`config.mk`:
```
export PLATFORM = sky130hd
export DESIGN_NAME = join_arbiter
export DESIGN_NICKNAME = d
export VERILOG_FILES = /design/src/hw/hydra_pkg.sv /design/src/hw/join_arbiter.sv
export VERILOG_INCLUDE_DIRS = /design/src /design/src/include
export SDC_FILE = /design/constraint.sdc
export NUM_CORES = 1
export LEC_CHECK = 0
export BUFFER_PORTS_ARGS = -buffer_cell sky130_fd_sc_hd__buf_4
export CAP_MARGIN = 20
export CORE_MARGIN = 2
export CORE_UTILIZATION = 36
export DETAILED_ROUTE_END_ITERATION = 10
export PLACE_DENSITY = 0.73
export REMOVE_ABC_BUFFERS = 1
export SLEW_MARGIN = 10
export SYNTH_ARGS = -nofsm -noshare
export SYNTH_HDL_FRONTEND = slang
export SYNTH_SLANG_ARGS = --single-unit
```
`constraint.sdc`:
```
create_clock -name clk -period 1.7 [get_ports clk]
set_input_delay 0.255 -clock clk [delete_from_list [all_inputs] [get_ports clk]]
set_output_delay 0.255 -clock clk [all_outputs]
set_load 0.005 [all_outputs]
```
`src/include/hydra_params.svh`:
```
`ifndef HYDRA_PARAMS_SVH
`define HYDRA_PARAMS_SVH

// ingress and egress port count
`define HYDRA_PORTS 4

// storage banks, one packet per bank
`define HYDRA_BANKS 8

// words per bank, also the longest packet
`define HYDRA_BANK_DEPTH 32

// data word width
`define HYDRA_WORD_W 16

// priority levels, 1 is served first
`define HYDRA_PRIORS 2

// almost_full while fewer free banks than this
`define HYDRA_ALMOST_FULL 4

`endif

```
`src/hw/hydra_pkg.sv`:
```
`include "hydra_params.svh"

package hydra_pkg;

    typedef logic [`HYDRA_WORD_W-1:0] word_t;
    typedef logic [$clog2(`HYDRA_PORTS)-1:0] port_idx_t;
    typedef logic [$clog2(`HYDRA_PRIORS)-1:0] prior_t;
    typedef logic [$clog2(`HYDRA_BANKS)-1:0] bank_idx_t;

    // word count of a packet, header included; doubles as a bank address
    typedef logic [$clog2(`HYDRA_BANK_DEPTH)-1:0] pkt_len_t;

    typedef struct packed {
        port_idx_t dest;
        prior_t    prior;
        pkt_len_t  len;
        logic [$bits(word_t)-$bits(port_idx_t)-$bits(prior_t)-$bits(pkt_len_t)-1:0] rsvd;
    } pkt_header_t;

    // first word of a packet is read through hdr, every word through raw
    typedef union packed {
        pkt_header_t hdr;
        word_t       raw;
    } pkt_word_u;

    typedef struct packed {
        logic      vld;
        logic      eop;
        pkt_word_u data;
    } wr_xfer_t;

    typedef struct packed {
        logic      vld;
        port_idx_t dest;
        prior_t    prior;
        pkt_len_t  len;
    } join_req_t;

    typedef struct packed {
        bank_idx_t bank;
        pkt_len_t  len;
    } pkt_desc_t;

endpackage

```
`src/hw/join_arbiter.sv`:
```
`timescale 1ns/1ps
`include "hydra_params.svh"

module join_arbiter (
    input  logic                                       clk,
    input  logic                                       rst_n,
    input  hydra_pkg::join_req_t                       join_req [`HYDRA_BANKS],
    output logic [`HYDRA_BANKS-1:0]                    ack,
    output logic [`HYDRA_PORTS-1:0][`HYDRA_PRIORS-1:0] push,
    output hydra_pkg::pkt_desc_t                       push_desc
);
    import hydra_pkg::*;

    bank_idx_t sel;
    logic      any;

    // lowest pending bank wins
    always_comb begin
        sel = '0;
        any = 1'b0;
        ack = '0;
        for (int b = `HYDRA_BANKS - 1; b >= 0; b--) begin
            if (join_req[b].vld) begin
                sel = bank_idx_t'(b);
                any = 1'b1;
            end
        end
        ack[sel] = any;
    end

    always_ff @(posedge clk) begin
        if (!rst_n) begin
            push <= '0;
        end else begin
            push <= '0;
            if (any) begin
                push[join_req[sel].dest][join_req[sel].prior] <= 1'b1;
            end
        end
    end

    always_ff @(posedge clk) begin
        if (any) begin
            push_desc.bank <= sel;
            push_desc.len <= join_req[sel].len;
        end
    end

    // the bank has to drop its request once acked
    a_req_drop: assert property (@(posedge clk) disable iff (!rst_n)
        |ack |=> (ack & $past(ack)) == '0)
        else $error("bank acked twice for one join");

endmodule

```
==> results of run 1 <==
==> layout make-up <==
class	instances	area, µm²
Sequential cell	16	400
Clock buffer	4	26.3
Fill cell	287	1110
Timing Repair Buffer	124	943
Inverter	3	11.3
Multi-Input combinational cell	101	840
Tap cell	46	57.6
==> metal layers <==
metal  part of all wire  track usage  vias to the layer above
li1                   -            -                      735
met1               0.37        0.237                      696
met2               0.54        0.395                       77
met3              0.068       0.0352                       10
met4              0.022       0.0707                        0
met5                  0            0                        -
==> tightest hold or removal path, delay by kind of cell <==
kind	cells	cell delay (ns)
buf+inv	1	0.11
simple gates	3	0.26
==> state kept, by name, indices dropped and copies added (netlist names) <==
| name | cells |
|---|---|
| push | 8 |
| push_desc | 8 |
==> timing repair <==
item | in CTS | in global routing
endpoints found under the hold margin | 0 | 0
pin swaps | 1 | 1
cloned | 0 | 0
buffers inserted | 2 | 2
hold buffers | 0 | 0
resized for setup | 2 | 3
setup endpoints to repair | 3 | 4
==> kinds of logic (layout without fill, tap and decap cells) <==
group	count (synthesis)	count (layout)	share of synthesized area
mux	23	23	0.179
buf+inv	11	131	0.0602
compound gates	35	35	0.236
simple gates	43	43	0.215
flops	16	16	0.311
==> cells in the final DEF, fill, tap and decap left out, types with 3 or more instances in the layout <==
cell type,n
clkbuf_4,3
mux2i_1,23
inv_1,3
dfxtp_1,8
edfxtp_1,8
or2_1,5
buf_4,123
o22ai_1,12
nor3_1,4
and3_1,4
nor2b_1,5
nor2_1,6
==> worst max path at each step <==
stage,startpoint,endpoint,slack [ns]
floorplan,join_req[8],push[0],-0.21
global placement,join_req[44],push[7],-0.16
detailed placement,join_req[71],push[0],-0.18
CTS,join_req[44],ack[7],0.03
global route,join_req[71],push[0],-0.00001
finish,join_req[44],ack[7],0.03
==> power by group through the flow <==
stage	clock network [mW]	registers (mW)	logic [mW]
global placement	0	0.457	0.457
detailed placement	0	0.456	0.468
CTS	0.205	0.447	0.475
global route	0.224	0.451	0.519
finish	0.202	0.447	0.480
floorplan	0	0.460	0.186
==> reports/results.txt, run 1 <==
The flow ran to the end, and the final reports show no timing, DRC or antenna violations. For the number of nets with antenna violations after detailed routing, the log shows 0. The post-route cell area was 2280 µm²; the global-route total usage across every layer was 0.210. The power share of the sequential group is 0.396, and the number of max-cap violations is 0.

The run gives 80 as the violation count after the first detailed-routing iteration. In the post-synthesis netlist, the biggest area contributors are edfxtp_1 (19%), mux2i_1 (18%), dfxtp_1 (12%), o22ai_1 (5.8%), buf_6 (3.5%). Most frequent cell after synthesis: mux2i_1.

In the routed layout, each cell is associated on average with a via count of 5.16. The routed design has 4.28 mm of wire. Along the worst path, the maximum fanout reaches 6.

The routed design could run at a clock period as short as 1.67 ns. Measured along the x axis, the die boundary spans 63.8 µm. The share of Yosys cell area claimed by the top area cell type was 0.186; the mapped cell area was 1290 µm².

Share of synthesized area occupied by flip-flops and latches: 0.311. The total area inside the core boundary comes to 3390 µm². In the synthesized netlist, the cells that appear most often are mux2i_1 (23), o22ai_1 (12), dfxtp_1 (8), edfxtp_1 (8). The tools report the initial core utilization as 0.380. The tools report the floorplan die area as 4070 µm². For the worst setup path, the data arrival time is 1.42 ns. For this design the ratio of total power to cell area is 495 nW/µm².

The final-report hold violation count is 0. In the post-route analysis, the smallest setup slack over all paths is 0.0264 ns. The worst setup path is launched from an input port. The logs give 20 for the pin count of the biggest net entering global routing and 2 for the maximum count of clock buffers along a single path.

Together, buffers and inverters on the worst path number 2. The area growth from synthesis to final layout works out to 76.8%. The logs give 98 for the number of placed I/O pins and 0.839 for the global placer's final weighted congestion. The core occupancy in the finished layout came out at 0.672.

The final-layout setup total negative slack was 0 ns; the number of detailed-routing iterations run before antenna repair was 4. The capture endpoint of the worst hold path was push[6]. The gate count after technology mapping came out at 128. Dividing the detail-routed wire length by the instance count gives 14.6 µm. The logs give 0.425 for the power share of the combinational group and 0 for the number of antenna violations at the first check in global routing. Summing all placed instances gives a cell area of 2190 µm². At the worst endpoint, the required time is 1.44 ns. The run gives 1479 as the number of global-route vias before repair. The worst hold margin is 0.400 ns.

After detailed routing, the number of remaining DRC violations is 0. The cell type group with the largest total delay on the critical path was simple AND/OR/NAND/NOR gates. The normalized max-slew margin came out at 0.747. The final count of pins violating max slew was 0; the maximum ir drop on the vdd rail was 0.249 mV. The async set-or-reset flop fraction in the synthesized netlist works out to 0. Yosys printed 0 warnings. For the wire length of the first global-routing pass, the log shows 6.76 mm. The average instance in the mapped netlist occupies 10.1 µm². The die span in y works out to 63.8 µm. Once placement completed, the tool counted placed cells totaling 286. The final setup violation count is 0, and the total number of H-tree levels is 1. The switching power as a share of total power was 0.279. Walking the worst path, the cells encountered are buf_4 -> or4_4 -> nor4_4 -> and2_1 -> buf_4. The start-to-end type of the worst setup path was input port to output port.

Counting buffers and inverters, the worst setup path is 5 cells deep. The detailed router placed 1518 vias in this run. The clock root buffer is clkbuf_4. Prior to clock tree synthesis, the placed netlist has a worst setup slack of -0.176 ns. TritonCTS built the clock tree.

In the synthesized netlist the dominant register cell turns out to be edfxtp_1. Row generation in the floorplan step produced 21 rows. The netlist uses 43 different library cells.

For this design the total switching power over the nets is 314 µW. The synthesized design spends more area on one cell type than any other, namely edfxtp_1. The number of clock sinks came out at 16. The clock network power share was 0.179. The number of diodes added for antenna fixing is 0, and the overall power after layout is 1.13 mW. Clock tree synthesis inserted a total of 3 buffers. STA classifies the critical path endpoint as an output port. The final net count is 323, and the slew at the pin with the worst max-slew slack is 0.377 ns. Class of the most critical hold timing path: input port to flip-flop. The flop and latch count out of synthesis came out at 16. Fraction of final layout cells sized beyond drive strength 1: 0.597. Source of the worst hold timing path: rst_n.

Instance count along the most critical hold path: 4. The highest-delay cell along the critical path is or4_4. The ratio of final minimum period to clock period came out at 0.984. The count of cells in the finished layout, fillers not included, comes to 294. The number of flops mapped to enable cells by yosys was 8. Buffers placed on the I/O ports in this run total 97. For this run, the slowest stage of the critical path takes 0.57 ns. The cell type with the highest occurrence count on the critical path was buf_4. Based on the critical path, the design can be clocked at up to 597 MHz. Summed over all nets, the half-perimeter wirelength after detailed placement is 3.54 mm. After clock tree synthesis, the clock-pin slew on the worst setup and hold paths is 0.07 ns. The design internal power was 814 µW. The leakage component of the power is 1.10 nW, and the total grt overflow is 0.
Note: power is estimated with default switching activity, not from simulation.
==> run 2, diff against run 1 <==
--- a/config.mk
+++ b/config.mk
@@ -13,7 +13,7 @@
 export DETAILED_ROUTE_END_ITERATION = 10
 export PLACE_DENSITY = 0.73
 export REMOVE_ABC_BUFFERS = 1
-export SLEW_MARGIN = 10
+export SLEW_MARGIN = 20
 export SYNTH_ARGS = -nofsm -noshare
 export SYNTH_HDL_FRONTEND = slang
 export SYNTH_SLANG_ARGS = --single-unit
==> constraint.sdc (replaced) <==
create_clock -name clk -period 1.5 [get_ports clk]
set_input_delay 0.225 -clock clk [delete_from_list [all_inputs] [get_ports clk]]
set_output_delay 0.225 -clock clk [all_outputs]
set_load 0.005 [all_outputs]
==> reports/results.txt, run 2 (same netlist as run 1, synthesis figures left out) <==
The total number of H-tree levels is 1 (unchanged). The logs give 0.838 (about the same) for the global placer's final weighted congestion and 3390 µm² (unchanged) for the area of the core. Global-route total usage across every layer: 0.225 (+0.0145). The tools report the type of element capturing the critical path as a flip-flop. The non-filler instance count after layout was 300 (+2.0%). The largest registers in the layout are push x8, push_desc x8.

The violation count after the first detailed-routing iteration was 99 (+24%); the critical path's largest stage delay was 0.22 ns (-0.35 ns). The power density over the cells is 553 nW/µm² (+12%). Power share of the sequential group: 0.368 (-0.028). The checks that failed: setup timing. The top cell types in the final layout, fill and taps aside, are buf_4 (121), mux2i_1 (21), o22ai_1 (11). The tree is rooted in a clkbuf_4. The run gives 241 (-16%) as the filler cell count.

The required time of the critical path is 1.72 ns (+0.28 ns), and the number of diodes added for antenna fixing is 0 (unchanged). Detailed-route wire length on metal 1: 1.74 mm (+8.3%). For the count of standard-cell rows, the log shows 21 (unchanged).

The slew at the pin with the worst max-slew slack was 0.458 ns (+0.0813 ns); the maximum ir drop on the vdd rail was 0.289 mV (+16%). The die span in y was 63.8 µm (unchanged); the clock-pin transition on the worst setup and hold timing paths was 0.09 ns (+0.02 ns). The met2 layer wire length in the routed design was 2.76 mm (+20%); the post-detailed-route via-to-cell ratio was 5.38 (+4.1%). For the CTS buffer count, the log shows 3 (unchanged). The library cell used most frequently in the layout, excluding fill and tap cells, is buf_4. The final count of pins violating max slew was 0 (unchanged). The run gives 0 (unchanged) as the number of nets with antenna violations after detailed routing.

The worst setup path is launched from an input port. The initial core utilization was 0.380 (unchanged); the final setup violation count was 14 (+14). The post-detailed-route DRC marker count was 0 (unchanged). The run gives 20 (unchanged) as the pin count of the biggest net entering global routing. For the leakage component of the power, the log shows 1.17 nW (+6.3%). The fraction of final layout cells sized beyond drive strength 1 is 0.665 (+0.0686).

The final net count is 329 (+1.9%). The run gives 616 MHz as the highest clock rate. The flow ran to the end, but the final reports show violations.

The switching power as a share of total power is 0.297 (+0.0183). The tools report the number of global-route vias before repair as 1607 (+8.7%). For the switching power total, the log shows 409 µW (+30%). Wire length reported by the detailed router: 4.96 mm (+16%). Setup repair after global routing could not meet its margin everywhere. The wire length of the first global-routing pass was 7.22 mm (+6.8%). The critical path goes through buf_4 -> buf_4 -> nor2_1 -> nand3b_1 -> buf_6 -> o22ai_1 -> o21a_1 -> a211o_1 -> and3_1. The floorplan die width is 63.8 µm (unchanged), and the maximum count of clock buffers along a single path is 2 (unchanged).

The logs give 0 (unchanged) for the number of buffers inserted for hold repair after clock tree synthesis and -0.124 ns (-0.150 ns) for the post-route worst setup slack. The tools report the met3 wire length as 332 µm (+14%). The clock network power share is 0.169 (-0.010).

The floorplan die area came out at 4070 µm² (unchanged). Maximum net fanout on the critical path: 5 (-1). The number of placed I/O pins came out at 98 (unchanged). The worst path in the final design needs a cycle of 1.62 ns, including I/O delays and setup.

The tools report the number of antenna violations at the first check in global routing as 0 (unchanged). The instance count after placement with tap cells included is 287 (+0.35%), and the power share of the combinational group is 0.463 (+0.038). The number of max-cap violations was 0 (unchanged); the final-report hold violation count was 0 (unchanged). For the via count of the routed design, the log shows 1613 (+6.3%). The worst hold path belongs to the class input port to flip-flop.

For this design, the slowest cell found on the critical path is a211o_1. The tools report the number of detailed-routing iterations run before antenna repair as 6 (+2). The worst setup path is of the input port to flip-flop kind.

The total grt overflow was 0 (unchanged). Routed length per placed instance: 16.5 µm (+13%). The post-place setup slack came out at -0.399 ns (-0.223 ns). The cell that appears most often on the critical path is buf_4. The number of buffer cells added on primary ports was 97 (unchanged).

The number of clock sinks was 16 (unchanged). The design internal power came out at 969 µW (+19%). The ratio of final minimum period to clock period was 1.08; the overall power after layout was 1.38 mW (+22%).

For the data arrival time of the critical path, the log shows 1.84 ns (+0.42 ns). In this run the top signal layer used is met4. The normalized max-slew margin was 0.694 (-0.0527); the final HPWL from detailed placement was 3.60 mm (+1.8%).

The area growth from synthesis to final layout works out to 93.3%. TritonCTS built the clock tree.
-- run 2: stage by stage --
step / hold WS [ns] / TNS, ns / area, µm² / utilization
floorplan: 0.450 / -3.66 / 1220 / -
global placement: 0.608 / -4.42 / 2200 / 0.649
detailed placement: 0.604 / -5.08 / 2200 / 0.649
CTS: 0.363 / -0.143 / 2350 / 0.695
global route: 0.403 / -1.68 / 2490 / 0.735
finish: 0.380 / -0.871 / 2490 / 0.735
-- run 2: power by group through the flow --
stage,sequential (mW),combinational (mW),clock (mW)
2_1_floorplan,0.521,0.211,0
3_3_place_gp,0.517,0.520,0
3_5_place_dp,0.517,0.534,0
4_1_cts,0.507,0.568,0.231
5_1_grt,0.512,0.675,0.253
6_report,0.507,0.638,0.232
-- run 2: final timing paths --
kind	start	endpoint	slack, ns	depth (start not counted)
setup / recovery	join_req[35]	push[0]	-0.12	9
hold / removal	join_req[49]	push_desc[4]	0.38	4
-- run 2: cell type report --
class | count | area [µm²] | area share
clock buffers | 4 | 26.3 | 0.0105
inverters | 3 | 11.3 | 0.00452
multi-input cells | 101 | 961 | 0.386
flip-flops and latches | 16 | 400 | 0.161
well taps | 46 | 57.6 | 0.0231
repair buffers | 130 | 1030 | 0.415
-- run 2: metal layers --
metal	track usage	vias up
li1	-	748
met5	0	-
met4	0.0978	0
met1	0.230	759
met3	0.0546	17
met2	0.426	89
-- run 2: worst max-delay path: cells and delay by family --
kind            cells  cell delay, ns
compound gates      3            0.56
buf+inv             3            0.48
simple gates        3            0.57
-- run 2: what timing repair did --
| item | 4_1_cts | 5_1_grt |
|---|---|---|
| setup buffers | 5 | 4 |
| endpoints found under the setup margin | 17 | 18 |
| hold endpoints to repair | 0 | 0 |
| cloned | 0 | 0 |
| resized for setup | 19 | 17 |
| pin swaps | 7 | 7 |
